`config.mk`:
```
export PLATFORM = sky130hd
export DESIGN_NAME = ram_bank
export DESIGN_NICKNAME = d
export VERILOG_FILES = /design/src/source/mem_pkg.sv /design/src/source/ram_bank.sv
export VERILOG_INCLUDE_DIRS = /design/src /design/src/source
export SDC_FILE = /design/constraint.sdc
export NUM_CORES = 2
export LEC_CHECK = 0
export BUFFER_PORTS_ARGS = -buffer_cell sky130_fd_sc_hd__buf_2
export CAP_MARGIN = 40
export CORE_MARGIN = 4
export CORE_UTILIZATION = 26
export CTS_BUF_LIST = sky130_fd_sc_hd__clkbuf_8 sky130_fd_sc_hd__clkbuf_16
export DETAILED_ROUTE_END_ITERATION = 6
export GPL_TIMING_DRIVEN = 0
export PLACE_DENSITY = 0.48
export SLEW_MARGIN = 20
export SYNTH_ARGS = -nofsm -noshare
export SYNTH_HDL_FRONTEND = slang
export SYNTH_SLANG_ARGS = --single-unit
export TNS_END_PERCENT = 100
```
`constraint.sdc`:
```
create_clock -name ram_work_done -period 5.81 [get_ports ram_work_done]
set_input_delay 0.581 -clock ram_work_done [delete_from_list [all_inputs] [get_ports ram_work_done]]
set_output_delay 0.581 -clock ram_work_done [all_outputs]
set_load 0.01 [all_outputs]
```
`src/source/mem_defines.svh`:
```
`ifndef MEM_DEFINES_SVH
`define MEM_DEFINES_SVH

//////////////////////////////
// Bank geometry
//////////////////////////////

// Word address bits decoded inside one bank
// Upper CPU address bits above these alias
`define RAM_ADDR_BITS 8

//////////////////////////////
// Bank timing
//////////////////////////////

// Cycles from a seen start to the edge that raises done
// Must be at least 1
`define RAM_WAIT_CYCLES 3

`endif

```
`src/source/mem_pkg.sv`:
```
`include "mem_defines.svh"

package mem_pkg;

	// Basic widths
	typedef logic [15:0] mem_word_t;
	typedef logic [15:0] mem_addr_t;
	typedef logic [15:0] mem_tag_t;
	typedef logic [`RAM_ADDR_BITS-1:0] bank_addr_t;

	typedef enum logic {
		MEM_READ  = 1'b0,
		MEM_WRITE = 1'b1
	} mem_op_t;

	// CPU request, 49 bits
	typedef struct packed {
		mem_op_t   op;
		mem_addr_t addr;
		mem_word_t wdata;
		mem_tag_t  tag;
	} mem_req_t;

	// CPU response, 33 bits
	typedef struct packed {
		mem_op_t   op;
		mem_word_t rdata;
		mem_tag_t  tag;
	} mem_rsp_t;

	// Controller to bank
	typedef struct packed {
		mem_op_t    op;
		bank_addr_t addr;
		mem_word_t  wdata;
	} bank_cmd_t;

	typedef enum logic [1:0] {
		CTRL_IDLE,
		CTRL_ISSUE,
		CTRL_WAIT,
		CTRL_RESPOND
	} ctrl_state_t;

	typedef enum logic [1:0] {
		BANK_IDLE,
		BANK_BUSY,
		BANK_DONE
	} bank_state_t;

endpackage

```
`src/source/ram_bank.sv`:
```
`timescale 1ns/1ns

`include "mem_defines.svh"

module ram_bank (
	input  logic                ram_work_done,
	input  logic                rst_n,

	input  mem_pkg::bank_cmd_t  cmd,
	input  logic                start,
	output logic                done,
	output mem_pkg::mem_word_t  rdata
);

	import mem_pkg::*;

	localparam int DEPTH = 1 << `RAM_ADDR_BITS;
	// One extra value so a single-cycle wait still gets a counter bit
	localparam int CNT_W = $clog2(`RAM_WAIT_CYCLES + 1);

	bank_state_t      state;
	logic [CNT_W-1:0] wait_cnt;
	bank_cmd_t        cmd_q;
	logic             take_cmd;
	logic             access_now;

	mem_word_t        mem_array [0:DEPTH-1];

	//////////////////////////////
	// Access sequencer
	//////////////////////////////

	assign take_cmd   = start && (state == BANK_IDLE);
	// Last edge of the wait, the array is touched here
	assign access_now = (state == BANK_BUSY) && (wait_cnt == '0);

	always_ff @(posedge ram_work_done or negedge rst_n) begin
		if (!rst_n) begin
			state    <= BANK_IDLE;
			wait_cnt <= '0;
		end else begin
			case (state)
				BANK_IDLE: begin
					if (take_cmd) begin
						state    <= BANK_BUSY;
						wait_cnt <= CNT_W'(`RAM_WAIT_CYCLES - 1);
					end
				end
				BANK_BUSY: begin
					if (access_now) begin
						state <= BANK_DONE;
					end else begin
						wait_cnt <= wait_cnt - 1'b1;
					end
				end
				// Done lasts exactly one cycle
				BANK_DONE: begin
					state <= BANK_IDLE;
				end
				default: begin
					state <= BANK_IDLE;
				end
			endcase
		end
	end

	assign done = (state == BANK_DONE);

	//////////////////////////////
	// Storage
	//////////////////////////////

	always_ff @(posedge ram_work_done) begin
		if (take_cmd) begin
			cmd_q <= cmd;
		end
	end

	// Write returns the word it just stored
	always_ff @(posedge ram_work_done) begin
		if (access_now) begin
			if (cmd_q.op == MEM_WRITE) begin
				mem_array[cmd_q.addr] <= cmd_q.wdata;
				rdata                 <= cmd_q.wdata;
			end else begin
				rdata <= mem_array[cmd_q.addr];
			end
		end
	end

endmodule

```
# Word level (Yosys, flattened, before mapping)
# Memory sizes are Yosys's and may differ from the RTL's. A register that Yosys moved wholly into a read port is not among the register bits.
# Index checks and enable logic that the tools add are counted.
op_classes:
  n_mux: 9
  n_reduce_logical: 7
  n_eq_ne: 5
  add_sub_neg: 1
ops:
  columns: ["cell", "n"]
  rows:
  - ["2-to-1 mux 2 bit", 4]
  - ["case mux 2 bit (2 select lines)", 2]
  - ["!= test 2 bit, second input constant", 3]
  - ["zero test 2 bit", 2]
  - ["2-to-1 mux 1 bit", 3]
  - ["AND reduction 3 bit", 1]
  - ["== test 2 x 1 -> 1 bit, second input constant", 1]
  - ["== test 2 bit, second input constant", 1]
  - ["logical AND 1 bit", 2]
  - ["AND reduction 2 bit", 1]
  - ["nonzero test 2 bit", 1]
  - ["subtractor 2 x 1 -> 2 bit, second input constant", 1]
word_totals:
  wordCells: 28
  reg_bits: 29
  ram_bits: 4096
  inputBits: 28
  mem_count: 1
  out_inout_bits: 17
mem_list:
  columns: ["name", "depth", "word_bits", "read_ports", "rd_clocked_by_memory_dff", "wr", "line_no", "text"]
  rows:
  - ["mem_array", 256, 16, 1, 1, 1, "ram_bank.sv:27", "mem_word_t mem_array [0:DEPTH-1];"]

# Longest topological paths before layout
logic_depth:
  ltp_word: 4
  mapped_depth: 13
  ltp_nobuf: 9

# Worst setup path after synthesis
# No wires, ideal clock.
synth_timing:
  path_type: "reg-to-reg"
  start: "register wait_cnt[0]"
  end: "memory mem_array[116][0] in the netlist's numbering, enable pin"
  synth_period_minus_slack_ns: 4.233
  setup_slack_ns: 1.577
  arrival_time_ns: 3.844
  stages_incl_launch_ff: 10
  cell_sequence: "dfrtp_1 -> inv_1 -> ha_1 -> inv_1 -> nor3_1 -> nand2_1 -> nor3_1 -> nand2_1 -> clkbuf_1 -> nor2_1"
synth_via:
  elab_chain_cells: 4
synth_rtl:
  columns: ["element", "line_no", "text"]
  rows:
  - ["from (decl)", "ram_bank.sv:22", "logic [CNT_W-1:0] wait_cnt;"]
  - ["from (signal assigned)", "ram_bank.sv:46", "wait_cnt <= CNT_W'(`RAM_WAIT_CYCLES - 1);"]
  - ["from (signal assigned)", "ram_bank.sv:53", "wait_cnt <= wait_cnt - 1'b1;"]
  - ["zero test 2 bit", "ram_bank.sv:35", "assign access_now = (state == BANK_BUSY) && (wait_cnt == '0);"]
  - ["logical AND 1 bit", "ram_bank.sv:35", null]
  - ["via access_now", "ram_bank.sv:25", "logic access_now;"]
  - ["2-to-1 mux 1 bit", "ram_bank.sv:81", "if (access_now) begin"]
  - ["2-to-1 mux 1 bit (not written as such)", "ram_bank.sv:83", "mem_array[cmd_q.addr] <= cmd_q.wdata;"]
  - ["to (decl)", "ram_bank.sv:27", null]
# The timed path passes the listed nets, and every way through them passes these cells.

==> impl_metrics.prom <==
# TYPE chip_impl_metric gauge
chip_impl_info{name="run_status",value="finished, violations left"} 1
chip_impl_metric{name="synth-edff-count",unit=""} 4137
chip_impl_info{name="start_kind",value="register"} 1
chip_impl_info{name="clockRootBuffer",value="clkbuf_16"} 1
chip_impl_metric{name="antenna_violating_nets_post_route",unit=""} 0
chip_impl_info{name="dr.max_layer_used",value="met5"} 1
chip_impl_metric{name="routed-wl-met3",unit="µm"} 101300
chip_impl_metric{name="globalRouteOverflowTotal",unit=""} 0
chip_impl_metric{name="global_route.usage.total",unit="%"} 23.08
chip_impl_metric{name="worst_slew_margin_rel",unit="%"} 28.48
chip_impl_metric{name="ys_seq_elements",unit=""} 4141
chip_impl_metric{name="ff2ff_setup_slack",unit="ps"} -370
chip_impl_metric{name="post_synth_mux_area_share",unit="%"} 15.61
chip_impl_info{name="violations",value="setup timing"} 1
chip_impl_metric{name="fin_total_pwr",unit="W"} 0.07807
chip_impl_metric{name="maxClockFrequency",unit="MHz"} 161.7
chip_impl_metric{name="synth_nets",unit=""} 7260
chip_impl_metric{name="largest_stage_delay_worst_path",unit="ps"} 770
chip_impl_metric{name="synthXorXnorAreaFrac",unit="%"} 0
chip_impl_metric{name="post_route_cells_drive_above_1_share",unit="%"} 33.69
chip_impl_metric{name="antenna_found_initial",unit=""} 115
chip_impl_metric{name="vdd_drop_max",unit="V"} 0.0002673
chip_impl_metric{name="timing.final.max_slew_violations",unit=""} 0
chip_impl_metric{name="count_of_distinct_cell_types_in_the_synthesized_netlist",unit=""} 70
chip_impl_metric{name="hold_ws",unit="ps"} 178.8
chip_impl_metric{name="critical_path_arrival",unit="ps"} 7000
chip_impl_metric{name="clk_path_buf_depth",unit=""} 4
chip_impl_metric{name="totalWireLength",unit="µm"} 743400
chip_impl_metric{name="worstHoldPathCells",unit=""} 2
chip_impl_metric{name="floorplan.die.height",unit="µm"} 790.9
chip_impl_metric{name="wl_met2",unit="µm"} 313200
chip_impl_metric{name="remaining_drc_errors",unit=""} 0
chip_impl_metric{name="design.die.area",unit="µm²"} 625600
chip_impl_info{name="cts_tree",value="done"} 1
chip_impl_metric{name="placement_rows",unit=""} 287
chip_impl_metric{name="routed_vias",unit=""} 92630
chip_impl_info{name="critical-path-slowest-cell",value="buf_2"} 1
chip_impl_metric{name="gp_congestion",unit=""} 1.025
chip_impl_metric{name="finish.net_count",unit=""} 8405
chip_impl_metric{name="htree_num_levels",unit=""} 5
chip_impl_metric{name="power_density",unit="nW/µm²"} 393.0
chip_impl_info{name="path_class",value="reg2reg"} 1
chip_impl_metric{name="total_leakage_power",unit="nW"} 62.19
chip_impl_metric{name="flow.area_growth_from_synthesis",unit="%"} 24.65
chip_impl_metric{name="path_clk_slew",unit="ps"} 60
chip_impl_metric{name="fillCellCount",unit=""} 57320
chip_impl_metric{name="synth-simple-area-share",unit="%"} 2.281
chip_impl_metric{name="netlist_area",unit="µm²"} 159400
chip_impl_metric{name="timing_hold_violations_final",unit=""} 0
chip_impl_metric{name="num_io_pins",unit=""} 45
chip_impl_metric{name="grt_pass1_wl",unit="µm"} 933400
chip_impl_metric{name="fin_area",unit="µm²"} 198600
chip_impl_metric{name="critical_path_required",unit="ps"} 6630
chip_impl_metric{name="wire_per_inst",unit="µm"} 44.08
chip_impl_metric{name="finalSetupViolCount",unit=""} 755
chip_impl_metric{name="postSynth.asyncResetShare",unit="%"} 0.09660
chip_impl_info{name="end_kind",value="register"} 1
chip_impl_metric{name="hpwl",unit="µm"} 538400
chip_impl_metric{name="maxCapViolCount",unit=""} 0
chip_impl_info{name="cp_cell_sequence",value="buf_2 > clkinv_1 > buf_2 > buf_12 > buf_2 > buf_4 > buf_2 > mux2i_1 > a221oi_1 > o21ai_1 > a31oi_1 > buf_4"} 1
chip_impl_metric{name="finalCriticalPeriod",unit="ps"} 6183
chip_impl_info{name="largest_family_of_logic_cells_by_synthesized_area",value="multiplexers"} 1
chip_impl_metric{name="final.setup_skew",unit="ps"} 94.56
chip_impl_info{name="synth-main-ff-cell",value="edfxtp_1"} 1
chip_impl_metric{name="post_drt_via_cell_ratio",unit=""} 5.493
chip_impl_metric{name="numClockSinks",unit=""} 4141
chip_impl_metric{name="placement.cell_area",unit="µm²"} 184000
chip_impl_metric{name="clkLatencyLatePin",unit="ps"} 1110
chip_impl_metric{name="initial_utilization",unit="%"} 26.09
chip_impl_metric{name="first_global_vias",unit=""} 86250
chip_impl_metric{name="synth.yosys.warnings",unit=""} 0
chip_impl_metric{name="die-width",unit="µm"} 790.9
chip_impl_metric{name="postSynthCellCount",unit=""} 7231
chip_impl_metric{name="cts-buffers-inserted",unit=""} 440
chip_impl_metric{name="setup_ws",unit="ps"} -373.2
chip_impl_metric{name="detail_route.iter0.violations",unit=""} 17460
chip_impl_metric{name="port_buffers",unit=""} 44
chip_impl_metric{name="grt_start_max_net_pins",unit=""} 33
chip_impl_metric{name="worst_pin_slew",unit="ps"} 1059
chip_impl_metric{name="drt_pass1_iterations",unit=""} 6
chip_impl_metric{name="worst-r2r-cell-count",unit=""} 12
chip_impl_info{name="grt_setup_unrepaired",value="false"} 1
chip_impl_info{name="critPathMostFrequentCell",value="buf_2"} 1
chip_impl_metric{name="syn_avg_cell_area",unit="µm²"} 22.04
chip_impl_metric{name="period_share",unit="%"} 106.4
chip_impl_metric{name="synth_adder_area_share",unit="%"} 0.007851
chip_impl_metric{name="ys_seq_area_share",unit="%"} 78.01
chip_impl_metric{name="fraction_of_the_mapped_netlist_area_in_compound_gates",unit="%"} 2.471
chip_impl_info{name="hold_path.class",value="in2reg"} 1
chip_impl_metric{name="detail_route.wirelength.met1",unit="µm"} 272100
chip_impl_metric{name="core_region_area",unit="µm²"} 610800
chip_impl_metric{name="path_max_fanout",unit=""} 10
==> final timing paths <==
| check | from | endpoint |
|---|---|---|
| min reg2reg | state[0] | wait_cnt[1] |
| min in group asynchronous | rst_n | wait_cnt[1] |
| max | cmd_q[19] | rdata[1] |
| min | cmd[14] | cmd_q[14] |
| max in group asynchronous | rst_n | wait_cnt[0] |
| max reg2reg | cmd_q[19] | rdata[1] |
==> placed cells by master (no fill, tap or decap), types with 40 or more instances in the layout <==
cell type  instances
mux2i_1          281
clkbuf_16        443
clkbuf_1          51
clkinv_1         107
a32oi_1           65
buf_12           119
nand3_1           80
buf_8            206
nor2_1            56
clkinv_2          75
nand2_1          280
a31oi_1           45
edfxtp_1        4137
inv_1            105
clkbuf_2          60
buf_4            133
o21ai_0           40
o22ai_1           57
buf_6            110
a21oi_1           73
a22oi_1           97
buf_2            181
buf_16           217
mux4_2           966
nor2_4           258
==> sequential cells by signal, summed over array words and instances (netlist names) <==
signal     flops
wait_cnt       2
mem_array   4096
rdata         16
state          2
cmd_q         25
==> per-stage QoR <==
stage / utilization (%) / setup TNS [ps] / instances / setup WS, ps
after floorplan: - / 0 / 7231 / 1577
after global placement: 27.78 / - / 15370 / -8121
after detailed placement: 30.12 / -1684 / 15980 / -493.9
after CTS: 32.47 / 0 / 16810 / 9.984
after global routing: 32.51 / 0 / 16830 / 8.748
final: 32.52 / -62000 / 16860 / -373.2
==> area by class of cell <==
type                       instances  area, µm²  share of cell area, %
sequential                      4141     124300                  62.59
multi-input combinational       2656      34600                  17.42
timing repair buffer             705      12790                  6.439
clock buffer                     443      11090                  5.580
tap                             8092      10120                  5.097
clock inverter                   356       2874                  1.447
buffer                           420       2704                  1.361
antenna                           39      97.59                0.04913
inverter                          12      45.04                0.02267
==> cell usage after synthesis, drive strengths merged, types with 5 or more instances <==
library cell,n,area share (%)
a2111oi,11,0.065
a211o,6,0.033
a211oi,28,0.13
a21oi,74,0.23
a221oi,22,0.12
a22o,10,0.055
a22oi,97,0.46
a31oi,50,0.20
a32oi,66,0.36
and2,10,0.039
and3,7,0.027
buf,295,1.3
clkbuf,127,0.30
edfxtp,4137,78
inv,11,0.026
mux2,27,0.19
mux2i,281,1.8
mux4,966,14
nand2,284,0.67
nand2b,11,0.043
nand3,81,0.25
nand3b,6,0.031
nand4,11,0.043
nor2,318,0.75
nor2b,25,0.098
nor3,40,0.13
nor4,11,0.047
o2111ai,12,0.066
o21ai,50,0.16
o221ai,15,0.082
o22a,19,0.10
o22ai,57,0.22
o32ai,5,0.027
==> cells by family (layout without fill, tap and decap cells) <==
logic type,count (synthesis),after routing
AO/OA/AOI/OAI,550,550
adder cells (fa/ha/maj),1,1
buffers and inverters,434,1936
flip-flops,4141,4141
multiplexers,1274,1274
other,0,39
AND/OR/NAND/NOR,831,831
==> timing repair <==
item                                    4_1_cts  5_1_grt
buffers inserted                              2        6
hold buffers                                 28        0
endpoints found under the hold margin        32        0
cloned                                        0        0
pin swaps                                     1        6
endpoints found under the setup margin       17       90
resized for setup                            13        3
==> worst max-delay path: cells and delay by family (launching register included) <==
| kind | cells | cell delay, ps |
|---|---|---|
| flops | 1 | 350 |
| compound gates | 3 | 980 |
| mux | 1 | 750 |
| buf+inv | 8 | 3670 |
==> layer usage <==
layer,GRT usage (%),vias to the layer above
met1,29.30,50460
met2,33.26,7428
li1,-,33060
met4,14.05,46
met5,0,-
met3,8.815,1627
==> where the power goes <==
group	switching [W]	total, W	leakage, nW	internal [W]
Combinational	0.0115	0.0161	17.8	0.00461
Clock	0.0123	0.0278	7.19	0.0155
Sequential	0.000137	0.0342	37.2	0.0341
Total	0.0239	0.0781	62.2	0.0542
(Power assumes the default switching activity.)
