<file path="src/source/mem_defines.svh">
`ifndef MEM_DEFINES_SVH
`define MEM_DEFINES_SVH

//////////////////////////////
// Bank geometry
//////////////////////////////

// Word address bits decoded inside one bank
// Upper CPU address bits above these alias
`define RAM_ADDR_BITS 8

//////////////////////////////
// Bank timing
//////////////////////////////

// Cycles from a seen start to the edge that raises done
// Must be at least 1
`define RAM_WAIT_CYCLES 3

`endif

</file>
<file path="src/source/mem_pkg.sv">
`include "mem_defines.svh"

package mem_pkg;

	// Basic widths
	typedef logic [15:0] mem_word_t;
	typedef logic [15:0] mem_addr_t;
	typedef logic [15:0] mem_tag_t;
	typedef logic [`RAM_ADDR_BITS-1:0] bank_addr_t;

	typedef enum logic {
		MEM_READ  = 1'b0,
		MEM_WRITE = 1'b1
	} mem_op_t;

	// CPU request, 49 bits
	typedef struct packed {
		mem_op_t   op;
		mem_addr_t addr;
		mem_word_t wdata;
		mem_tag_t  tag;
	} mem_req_t;

	// CPU response, 33 bits
	typedef struct packed {
		mem_op_t   op;
		mem_word_t rdata;
		mem_tag_t  tag;
	} mem_rsp_t;

	// Controller to bank
	typedef struct packed {
		mem_op_t    op;
		bank_addr_t addr;
		mem_word_t  wdata;
	} bank_cmd_t;

	typedef enum logic [1:0] {
		CTRL_IDLE,
		CTRL_ISSUE,
		CTRL_WAIT,
		CTRL_RESPOND
	} ctrl_state_t;

	typedef enum logic [1:0] {
		BANK_IDLE,
		BANK_BUSY,
		BANK_DONE
	} bank_state_t;

endpackage

</file>
<file path="src/source/ram_controller.sv">
`timescale 1ns/1ns

`include "mem_defines.svh"

module ram_controller (
	input  logic                ram_work_done,
	input  logic                rst_n,

	// CPU request channel
	input  mem_pkg::mem_req_t   req,
	input  logic                req_valid,
	output logic                req_ready,

	// CPU response channel
	output mem_pkg::mem_rsp_t   rsp,
	output logic                rsp_valid,
	input  logic                rsp_ready,

	// Bank 1, selected when address bit 15 is set
	output mem_pkg::bank_cmd_t  ram1_cmd,
	output logic                ram1_start,
	input  logic                ram1_done,
	input  mem_pkg::mem_word_t  ram1_rdata,

	// Bank 2, selected when address bit 15 is clear
	output mem_pkg::bank_cmd_t  ram2_cmd,
	output logic                ram2_start,
	input  logic                ram2_done,
	input  mem_pkg::mem_word_t  ram2_rdata
);

	import mem_pkg::*;

	ctrl_state_t state;
	ctrl_state_t state_next;

	mem_req_t    req_q;
	logic        sel_ram1;

	logic        accept;
	logic        rsp_fire;
	logic        bank_done;
	mem_word_t   bank_rdata;
	bank_cmd_t   bank_cmd;

	//////////////////////////////
	// Handshakes
	//////////////////////////////

	assign req_ready = (state == CTRL_IDLE);
	assign rsp_valid = (state == CTRL_RESPOND);

	assign accept   = req_valid && req_ready;
	assign rsp_fire = rsp_valid && rsp_ready;

	//////////////////////////////
	// Sequencer
	//////////////////////////////

	always_comb begin
		state_next = state;
		case (state)
			CTRL_IDLE: begin
				if (accept) begin
					state_next = CTRL_ISSUE;
				end
			end
			// Start is high for this single cycle only
			CTRL_ISSUE: begin
				state_next = CTRL_WAIT;
			end
			CTRL_WAIT: begin
				if (bank_done) begin
					state_next = CTRL_RESPOND;
				end
			end
			// Held here under back-pressure
			CTRL_RESPOND: begin
				if (rsp_fire) begin
					state_next = CTRL_IDLE;
				end
			end
			default: begin
				state_next = CTRL_IDLE;
			end
		endcase
	end

	always_ff @(posedge ram_work_done or negedge rst_n) begin
		if (!rst_n) begin
			state    <= CTRL_IDLE;
			sel_ram1 <= 1'b0;
		end else begin
			state <= state_next;
			if (accept) begin
				sel_ram1 <= req.addr[15];
			end
		end
	end

	// Accepted request, tag included, kept until the response is taken
	always_ff @(posedge ram_work_done) begin
		if (accept) begin
			req_q <= req;
		end
	end

	//////////////////////////////
	// Bank side
	//////////////////////////////

	// Both banks see the same command, only the start picks one
	assign bank_cmd.op    = req_q.op;
	assign bank_cmd.addr  = req_q.addr[`RAM_ADDR_BITS-1:0];
	assign bank_cmd.wdata = req_q.wdata;

	assign ram1_cmd = bank_cmd;
	assign ram2_cmd = bank_cmd;

	assign ram1_start = (state == CTRL_ISSUE) && sel_ram1;
	assign ram2_start = (state == CTRL_ISSUE) && !sel_ram1;

	// The other bank's done is ignored
	assign bank_done  = sel_ram1 ? ram1_done : ram2_done;
	assign bank_rdata = sel_ram1 ? ram1_rdata : ram2_rdata;

	//////////////////////////////
	// Response
	//////////////////////////////

	// Captured once on done, stable through the RESPOND state
	always_ff @(posedge ram_work_done) begin
		if (state == CTRL_WAIT && bank_done) begin
			rsp.op    <= req_q.op;
			rsp.rdata <= bank_rdata;
			rsp.tag   <= req_q.tag;
		end
	end

endmodule

</file>
<file path="config.mk">
export PLATFORM = sky130hd
export DESIGN_NAME = ram_controller
export DESIGN_NICKNAME = d
export VERILOG_FILES = /design/src/source/mem_pkg.sv /design/src/source/ram_controller.sv
export VERILOG_INCLUDE_DIRS = /design/src /design/src/source
export SDC_FILE = /design/constraint.sdc
export NUM_CORES = 1
export LEC_CHECK = 0
export ABC_AREA = 1
export BUFFER_PORTS_ARGS = -buffer_cell sky130_fd_sc_hd__buf_2
export CAP_MARGIN = 40
export CORE_MARGIN = 10
export CORE_UTILIZATION = 47
export DETAILED_ROUTE_END_ITERATION = 10
export PLACE_DENSITY_LB_ADDON = 0.25
export SETUP_SLACK_MARGIN = 0.3
export SLEW_MARGIN = 15
export SYNTH_ARGS = -nofsm -noshare
export SYNTH_HDL_FRONTEND = slang
export SYNTH_SLANG_ARGS = --single-unit
</file>
<file path="constraint.sdc">
create_clock -name ram_work_done -period 8.1 [get_ports ram_work_done]
set_input_delay 0.405 -clock ram_work_done [delete_from_list [all_inputs] [get_ports ram_work_done]]
set_output_delay 0.405 -clock ram_work_done [all_outputs]
set_load 0.02 [all_outputs]
</file>
# Word-level counts from Yosys, hierarchy flattened
# Cells that the tools add are included.
# word_totals
register_bits	77
inputBits	87
out_inout_bits	87
wordCells	29
# op_classes
eq_ne	6
mux	6
reduce_logical	8
# op_table
op	count
16-bit 2-to-1 mux	1
2-bit case mux with 4 select lines	1
2-bit 2-to-1 mux	3
1-bit logical AND	5
2-bit equality test, second input constant	2
2-bit by 1-bit inequality test with 1-bit output, second input constant	2
3-bit AND reduction	1
2-bit by 1-bit equality test with 1-bit output, second input constant	1
2-bit logical NOT	1
2-bit inequality test, second input constant	1
1-bit logical NOT	1
1-bit 2-to-1 mux	1

# Depth between registers and ports, before layout
# Gate-level depths: netlist of run 1.
# logic_depth
depth_word	4
depth_mapped	8
ltp_nobuf	8

# Worst setup path after synthesis of run 1
# OpenSTA, ideal clock, no wires.
# synth_timing
path_type	flip-flop to flip-flop
startpoint	register state[0]
endpoint	register rsp[0] (netlist name) (enable)
setup_ps	474
arrival_ps	3139
required_ps	7626
path_slack_ps	4487
path_stages_with_launch	4
path_buffers	0
period_less_slack_ps	3613
cell_sequence	dfrtp_1 > inv_1 > ha_1 > a21boi_0
# synth_via
elab_chain_cells	2
# synth_lines
element	line_no	rtl
start, declared	ram_controller.sv:34	ctrl_state_t state;
start signal, assigned	ram_controller.sv:94	state <= state_next;
2-bit equality test	ram_controller.sv:133	if (state == CTRL_WAIT && bank_done) begin
1-bit logical AND	ram_controller.sv:133	
end, declared	ram_controller.sv:15	output mem_pkg::mem_rsp_t rsp,
# Every way passes these cells.
# A chain may end at the register's enable or synchronous reset.

# Final worst setup path of run 1
# layout_timing
startpoint	register sel_ram1
endpoint	register rsp[8] (netlist name) (enable)
# layout_via
elab_chain_cells	2
# layout_lines
element	line_no	rtl
start, declared	ram_controller.sv:38	logic sel_ram1;
start signal, assigned	ram_controller.sv:96	sel_ram1 <= req.addr[15];
1-bit 2-to-1 mux	ram_controller.sv:124	assign bank_done = sel_ram1 ? ram1_done : ram2_done;
1-bit logical AND	ram_controller.sv:133	
# Every way passes these cells.

==> results of run 1 <==
worst max-delay path: cells and delay by family, from the launching register on:
family | cells | cell delay (ns)
buffers and inverters | 2 | 0.60
AND/OR/NAND/NOR | 1 | 0.13
AO/OA/AOI/OAI | 1 | 0.41
flip-flops | 1 | 0.64
synthesized netlist by cell type:
cell	n	share of area, %
edfxtp_1	74	72
nand2_1	58	7.1
buf_4	52	13
inv_1	8	0.98
ha_1	5	2.0
dfrtp_1	3	2.4
nand2_2	2	0.41
nand3_1	2	0.33
a21boi_0	1	0.24
buf_6	1	0.37
inv_2	1	0.12
nand2_4	1	0.37
nand3_2	1	0.33
nor2_1	1	0.12
o21ai_0	1	0.16
or2_2	1	0.20
flip-flops by register name (all words and copies together) (netlist names):
name,flops
rsp,33
ram1_cmd,25
req_q,16
state,2
sel_ram1,1
worst max path at each step:
stage | slack [ns] | endpoint | depth (start not counted)
finish | 6.00 | rsp[8] | 4
global route | 5.83 | rsp[32] | 4
CTS | 5.97 | rsp[11] | 4
detailed placement | 5.98 | rsp[11] | 4
global placement | 5.67 | rsp[15] | 3
floorplan | 4.49 | rsp[0] | 3
area by class of cell:
type	count	area, sq um
repair buffers	169	888.4
inverters	9	33.78
clock buffers	11	131.4
flip-flops and latches	77	2297
multi-input cells	73	357.8
fillers	519	2517
well taps	77	96.34
clock inverters	5	27.53
per-layer routing:
layer / GRT usage, % / share of wire (%) / vias up
met5: 0 / 0 / -
met4: 7.181 / 2.7 / 0
met3: 5.281 / 8.7 / 16
met2: 22.21 / 54 / 81
met1: 12.41 / 35 / 843
li1: - / - / 913
power by group:
group	switching, mW	internal [mW]	total [mW]
Sequential	0.0386	0.552	0.590
Combinational	0.256	0.123	0.379
Clock	0.128	0.109	0.237
logic make-up (layout without fill, tap and decap cells):
family          count (synthesis)  after routing  synth area share (%)
compound gates                  2              2                0.4063
fa+ha+maj                       5              5                 2.032
buf+inv                        62            194                 14.14
flops                          77             77                 74.60
simple gates                   66             66                 8.818
per-stage QoR:
stage / setup WS [ns] / power [mW]
floorplan: 4.487 / 0.8954
global placement: 5.667 / 0.9594
detailed placement: 5.981 / 0.9877
CTS: 5.970 / 1.228
global route: 5.832 / 1.279
finish: 6.002 / 1.206
==> impl_metrics.env, run 1 <==
export IMPL_hold_slack_ns=0.2468
export IMPL_ant_nets=0
export IMPL_path_class="reg2reg"
export IMPL_grt_pass1_vias=2032
export IMPL_synth_cell_types=16
export IMPL_row_count=29
export IMPL_cp_start_kind="register"
export IMPL_ys_ff_latch=77
export IMPL_setup_tns_ns=0
export IMPL_clockBufferDepth=2
export IMPL_post_cts_resized=0
export IMPL_timing_rr_start="sel_ram1"
export IMPL_ys_warnings_count=0
export IMPL_dp_hpwl_um=5484
export IMPL_grt_max_degree=34
export IMPL_crit_chain="inv_2 > nand2_2 > a21boi_4 > buf_16"
export IMPL_cts_root_buf="clkbuf_8"
export IMPL_cts_tree="yes"
export IMPL_overflow=0
export IMPL_area_growth_pct=24.46
export IMPL_avgSynthCellArea_sq_um=14.52
export IMPL_place_congestion=0.7688
export IMPL_dieArea_sq_mm=0.01019
export IMPL_post_drt_via_cell_ratio=4.401
export IMPL_irDropWorstVdd_v=0.0001570
export IMPL_finalHoldViolations=0
export IMPL_crit_start="sel_ram1"
export IMPL_clock_sinks=77
export IMPL_portBuffers=166
export IMPL_rrSetupSlack_ns=6.00
export IMPL_cts_buffers=9
export IMPL_wl_per_cell_um=16.22
export IMPL_htree_num_levels=3
export IMPL_die_w_um=100.9
export IMPL_antenna_found_initial=1
export IMPL_clock_fmax_mhz=476.6
export IMPL_fin_util_pct=60.35
export IMPL_dp_cells=404
export IMPL_core_sq_mm=0.006350
export IMPL_holdPathStages=1
export IMPL_drc=0
export IMPL_holdBufCountCts=1
export IMPL_hold_path_class="in2reg"
export IMPL_end_kind="register"
export IMPL_drtIter0Drc=60
export IMPL_finalClockSkew_ns=0.005551
export IMPL_layout_common_cells="buf_2, edfxtp_1, nand2_1"
export IMPL_maxCapViolCount=0
export IMPL_cp_slowest_cell="dfrtp_1"
export IMPL_clkLatencyLatePin_ns=0.32
export IMPL_cpPeakStageDelay_ns=0.64
export IMPL_drt_wl_total_um=6828
export IMPL_drv_slew=0
export IMPL_arrival_ns=2.13
export IMPL_antennaDiodeCount=0
export IMPL_grt_pass1_wl_um=10050
export IMPL_firstDrtPassIters=4
export IMPL_nNetsFinal=431
export IMPL_dpl_cell_area_sq_mm=0.003664
export IMPL_design_area_sq_mm=0.003832
export IMPL_mappedNetlistArea_sq_mm=0.003079
export IMPL_syn_nets=304
export IMPL_reg2reg_depth=4
export IMPL_status="finished clean"
export IMPL_final_common_cell="buf_2"
export IMPL_path_max_fanout=24
export IMPL_dieHeight_um=100.9
export IMPL_synthCells=212
export IMPL_drive_above_1_share_pct=54.65
export IMPL_r2r_end="rsp[8]"
export IMPL_initial_core_util_pct=48.49
export IMPL_min_from="req[23]"
export IMPL_power_leakage_nw=1.758
export IMPL_whs_endpoint="ram1_cmd[7]"
export IMPL_grt_usage_pct=12.73
export IMPL_clkTransAtPathRegs_ns=0.07
export IMPL_layout_min_cycle_time_ns=2.098
export IMPL_pin_count=174
export IMPL_synth_seq_area_share_pct=74.60
export IMPL_worstPathRequired_ns=8.13
export IMPL_tightest_slew_ns=0.6854
export IMPL_vias=1853
export IMPL_slew_headroom_pct=54.31
export IMPL_min_period_over_period_pct=25.91
export IMPL_rsz0062_at_grt="no"
export IMPL_finalSetupViolations=0
export IMPL_finalNonFillerCells=421
export IMPL_pwr_density_cell_mw_per_mm2=314.8
export IMPL_cts_setup_buffers=0
No activity file was read; power rests on OpenSTA's default activity.
==> run 2, diff against run 1 <==
CORE_UTILIZATION = 40   (was 47)
clock period = 1.85 ns   (was 8.1 ns; I/O delays follow)
==> run 2 against run 1 <==
Net effect: clock power increased to 4.9 times the previous value; combinational power rose to 4.9 times the previous value; via count rose by 7.9%; power rose to 4.6 times the previous value; largest cell class unchanged; routed wire length increased by 8.5%; worst hold slack got worse by 0.22 ns; die area rose by 14%; final cell count is 16% higher; non-clock buffer count up 47.
==> impl_metrics.env, run 2 (synthesis gave the netlist of run 1 again) <==
export IMPL_status="finished clean"
export IMPL_dp_cells=429
export IMPL_antenna_found_initial=0
export IMPL_row_count=31
export IMPL_hold_path_class="in2reg"
export IMPL_htree_num_levels=3
export IMPL_largest_register_ffs=33
export IMPL_final_common_cell="buf_2"
export IMPL_firstDrtPassIters=4
export IMPL_power_leakage_nw=1.960
export IMPL_irDropWorstVdd_v=0.0007596
export IMPL_grt_max_degree=43
export IMPL_vias=2000
export IMPL_slew_headroom_pct=84.79
export IMPL_design_area_sq_mm=0.004370
export IMPL_core_sq_mm=0.007370
export IMPL_cts_tree="yes"
export IMPL_path_class="reg2out"
export IMPL_tightest_slew_ns=0.2281
export IMPL_drc=0
export IMPL_ant_nets=0
export IMPL_drv_slew=0
export IMPL_clock_fmax_mhz=690.3
export IMPL_path_max_fanout=4
export IMPL_clockBufferDepth=2
export IMPL_dpl_cell_area_sq_mm=0.003737
export IMPL_pwr_density_cell_mw_per_mm2=1272
export IMPL_end_kind="output port"
export IMPL_pin_count=174
export IMPL_dieHeight_um=107.7
export IMPL_layout_common_cells="buf_2, edfxtp_1, nand2_1"
export IMPL_drtIter0Drc=64
export IMPL_arrival_ns=1.36
export IMPL_cts_buffers=9
export IMPL_cp_start_kind="register"
export IMPL_top_register="rsp"
export IMPL_clkTransAtPathRegs_ns=0.07
export IMPL_maxCapViolCount=0
export IMPL_finalNonFillerCells=490
export IMPL_drive_above_1_share_pct=50.38
export IMPL_die_w_um=107.7
export IMPL_grt_usage_pct=12.39
export IMPL_worstPathRequired_ns=1.76
export IMPL_clkLatencyLatePin_ns=0.33
export IMPL_grt_pass1_vias=2202
export IMPL_cts_setup_buffers=0
export IMPL_initial_core_util_pct=41.78
export IMPL_nNetsFinal=478
export IMPL_layout_min_cycle_time_ns=1.449
export IMPL_rsz0062_at_grt="no"
export IMPL_portBuffers=166
export IMPL_overflow=0
export IMPL_setup_tns_ns=0
export IMPL_finalHoldViolations=0
export IMPL_wl_per_cell_um=15.11
export IMPL_area_growth_pct=41.93
export IMPL_post_drt_via_cell_ratio=4.082
export IMPL_drt_wl_total_um=7405
export IMPL_antennaDiodeCount=0
export IMPL_finalClockSkew_ns=0.006849
export IMPL_dp_hpwl_um=5639
export IMPL_cts_root_buf="clkbuf_8"
export IMPL_grt_pass1_wl_um=10940
export IMPL_min_period_over_period_pct=78.30
export IMPL_fillers=620
export IMPL_dieArea_sq_mm=0.01161
export IMPL_clock_sinks=77
export IMPL_place_congestion=0.7895
export IMPL_finalSetupViolations=0
-- run 2: power breakdown --
group          total, mW  switching [mW]  internal (mW)
logic               1.85            1.20          0.644
registers           2.56           0.137           2.42
clock network       1.15           0.546          0.607
total               5.56            1.89           3.67
-- run 2: final timing paths --
| path | from | end | depth (start not counted) | slack (ns) |
|---|---|---|---|---|
| max | state[1] | ram2_start | 5 | 0.40 |
| min | ram2_rdata[15] | rsp[31] | 3 | 0.02 |
| max reg2reg | state[0] | ram1_cmd[24] | 5 | 0.42 |
| min reg2reg | req_q[7] | rsp[7] | 0 | 0.42 |
| max in group asynchronous | rst_n | state[1] | 2 | 1.64 |
| min in group asynchronous | rst_n | state[0] | 2 | 0.08 |
-- run 2: worst max-delay path, stage by stage, from the launching register on --
cell and delay [ns]:
dfrtp_2 0.45, inv_2 0.10, ha_1 0.17, inv_1 0.04, nor2_1 0.08, buf_2 0.17
-- run 2: cell type report --
type                    instances  area, sq um  share of cell area [%]
clock inverters                 6        53.80                   1.231
multi-input cells              73        385.4                   8.818
well taps                      99        123.9                   2.834
clock buffers                  10        127.6                   2.920
inverters                       9        37.54                  0.8589
repair buffers                216         1344                   30.75
flip-flops and latches         77         2298                   52.59
-- run 2: repair_timing --
item / 4_1_cts / 5_1_grt
hold endpoints to repair: 46 / 1
hold buffers: 44 / 1
endpoints found under the setup margin: 0 / 1
resized for setup: 0 / 1
-- run 2: metrics by stage --
stage / hold WS, ns / total power [mW] / util (%) / worst slack (ns)
2_1_floorplan: -0.2031 / 3.977 / - / 0.1324
3_3_place_gp: -0.1041 / 4.366 / 50.71 / 0.4586
3_5_place_dp: -0.09806 / 4.407 / 50.71 / 0.4292
4_1_cts: 0.0005349 / 5.661 / 59.15 / 0.3699
5_1_grt: 0.003488 / 5.914 / 59.30 / 0.3090
6_report: 0.02393 / 5.558 / 59.30 / 0.4014
-- run 2: metal layers --
| layer | up-vias | GRT usage [%] | part of all wire, % |
|---|---|---|---|
| li1 | 1008 | - | - |
| met1 | 925 | 10.61 | 33 |
| met2 | 63 | 24.37 | 60 |
| met3 | 4 | 5.329 | 6.4 |
| met4 | 0 | 4.580 | 0.93 |
| met5 | - | 0 | 0 |
==> run 3, diff against run 2 <==
clock period = 1.3 ns   (was 1.85 ns; I/O delays follow)
==> run 3 against run 2 <==
Net effect: the flow now finishes with violations (setup timing); largest cell class unchanged; non-clock buffer count is 34 higher; power grew 60%; core utilization is 9.9 points higher; die area unchanged; worst hold slack got worse by 0.012 ns.
==> impl_metrics.env, run 3 (synthesis gave the netlist of run 1 again) <==
export IMPL_pwr_share_comb_pct=41.9
export IMPL_dieHeight_um=107.7
export IMPL_fillers=515
export IMPL_finalSetupViolations=77
export IMPL_vias=2274
export IMPL_cpPeakStageDelay_ns=0.45
export IMPL_drt_wl_total_um=9014
export IMPL_drv_slew=0
export IMPL_path_class="reg2reg"
export IMPL_p_sw_mw=3.062
export IMPL_layout_min_cycle_time_ns=1.412
export IMPL_tightest_slew_ns=0.1681
export IMPL_overflow=0
export IMPL_r2r_end="rsp[15]"
export IMPL_setup_tns_ns=-5.982
export IMPL_final_common_cell="buf_2"
export IMPL_p_int_mw=5.844
export IMPL_cp_slowest_cell="dfrtp_2"
export IMPL_setup_ws_ns=-0.1123
export IMPL_power_share_clock_pct=16.6
export IMPL_slew_headroom_pct=88.76
export IMPL_grt_pass1_wl_um=12330
export IMPL_crit_end="rsp[15]"
export IMPL_dieArea_sq_mm=0.01161
export IMPL_power_leakage_nw=2.245
export IMPL_reg2reg_depth=5
export IMPL_row_count=31
export IMPL_firstDrtPassIters=4
export IMPL_drc=0
export IMPL_swShare_pct=34.38
export IMPL_top_register="rsp"
export IMPL_clockBufferDepth=2
export IMPL_rrSetupSlack_ns=-0.11
export IMPL_clock_fmax_mhz=708.1
export IMPL_core_sq_mm=0.007370
export IMPL_grt_max_degree=24
export IMPL_grt_usage_pct=14.10
export IMPL_area_growth_pct=65.66
export IMPL_irDropWorstVdd_v=0.001240
export IMPL_clock_sinks=77
export IMPL_initial_core_util_pct=41.78
export IMPL_rsz0062_at_grt="yes"
export IMPL_cp_start_kind="register"
export IMPL_dp_hpwl_um=5679
export IMPL_status="complete, but fails checks"
export IMPL_crit_chain="inv_2 > nand2_2 > a21boi_4 > buf_12 > clkbuf_16"
export IMPL_path_max_fanout=7
export IMPL_pin_count=174
export IMPL_finalClockSkew_ns=0.008124
export IMPL_drive_above_1_share_pct=52.59
export IMPL_finalHoldViolations=0
export IMPL_die_w_um=107.7
export IMPL_place_congestion=0.8051
export IMPL_htree_num_levels=3
export IMPL_worstPathRequired_ns=1.36
export IMPL_largest_register_ffs=33
export IMPL_ant_nets=0
export IMPL_clkLatencyLatePin_ns=0.33
export IMPL_cts_buffers=9
export IMPL_min_period_over_period_pct=108.6
export IMPL_maxCapViolCount=0
export IMPL_hold_path_class="in2reg"
export IMPL_nNetsFinal=512
export IMPL_seqPwrFrac_pct=41.5
export IMPL_clkTransAtPathRegs_ns=0.07
export IMPL_layout_common_cells="buf_2, edfxtp_1, dlygate4sd3_1"
export IMPL_violations="setup timing"
export IMPL_crit_start="sel_ram1"
export IMPL_grt_pass1_vias=2401
export IMPL_cts_root_buf="clkbuf_8"
export IMPL_drtIter0Drc=86
export IMPL_wl_per_cell_um=17.20
export IMPL_power_mw=8.906
export IMPL_timing_rr_start="sel_ram1"
export IMPL_arrival_ns=1.47
export IMPL_post_drt_via_cell_ratio=4.340
export IMPL_portBuffers=166
export IMPL_end_kind="register"
export IMPL_pwr_density_cell_mw_per_mm2=1746
export IMPL_cts_tree="yes"
export IMPL_antenna_found_initial=0
==> run 3: cell types whose count changed in the layout (fill, tap and decap cells not counted), moves of 3 or more <==
cell	change
buf_2	-42
dlygate4sd3_1	+21
nand2_1	-4
clkinv_2	+3
buf_6	+47
buf_12	+3
==> run 3: how the worst min path moves through the flow <==
stage / startpoint / to / slack (ns) / cells after the start
detailed placement: rst_n / state[0] / -0.12 / 1
CTS: ram2_rdata[4] / rsp[20] / 0.0002 / 3
global placement: rst_n / sel_ram1 / -0.13 / 1
global route: ram1_rdata[6] / rsp[22] / 0.0006 / 3
floorplan: rst_n / sel_ram1 / -0.23 / 0
finish: ram2_rdata[6] / rsp[22] / 0.01 / 3
==> run 3: metal layers <==
layer	up-vias	track usage (%)	part of all wire (%)	routed length, um
met1	1083	12.91	31	2838
met5	-	0	0	0
met3	23	3.952	6.4	577
met4	0	8.397	3.3	294
met2	90	26.80	59	5302
li1	1078	-	-	-
==> run 3: critical path: cells and delay by family, from the launching register on <==
| kind | cells | cell delay [ns] |
|---|---|---|
| buffers and inverters | 3 | 0.40 |
| AOI/OAI and AO/OA | 1 | 0.19 |
| and+or+nand+nor | 1 | 0.09 |
| DFF | 1 | 0.45 |
==> run 3: cell type report <==
| class | instances | area, sq um | area share, % |
|---|---|---|---|
| Clock buffer | 9 | 123.9 | 2.428 |
| Multi-Input combinational cell | 73 | 451.7 | 8.855 |
| Antenna cell | 1 | 2.502 | 0.04906 |
| Timing Repair Buffer | 250 | 2028 | 39.76 |
| Inverter | 9 | 40.04 | 0.7849 |
| Clock inverter | 6 | 31.28 | 0.6132 |
| Tap cell | 99 | 123.9 | 2.428 |
| Sequential cell | 77 | 2300 | 45.08 |
==> run 3: repair_timing <==
| action | CTS | global route |
|---|---|---|
| setup buffers | 5 | 1 |
| resized for setup | 44 | 69 |
| gates cloned | 2 | 1 |
| hold buffers | 65 | 1 |
| pin swaps | 3 | 3 |
| setup endpoints to repair | 107 | 134 |
| endpoints found under the hold margin | 58 | 1 |
==> run 3: power groups by stage <==
stage	combinational (mW)	sequential [mW]	clock [mW]
after floorplan	1.74	3.94	0
after global placement	2.66	3.66	0
after detailed placement	2.70	3.69	0
after CTS	3.39	3.65	1.53
after global routing	3.98	3.74	1.64
final	3.73	3.70	1.48
==> run 3: metrics by stage <==
step	hold WS, ns	cell area [sq um]	setup slack (ns)	util (%)	instances
after floorplan	-0.2306	3128	-0.4176	-	212
after detailed placement	-0.1220	3782	-0.08277	51.32	433
after global placement	-0.1268	3782	-0.05988	51.32	433
after global routing	0.0005951	5099	-0.1486	69.19	523
final	0.01237	5101	-0.1123	69.22	524
after CTS	0.0001686	4833	-0.1004	65.59	520
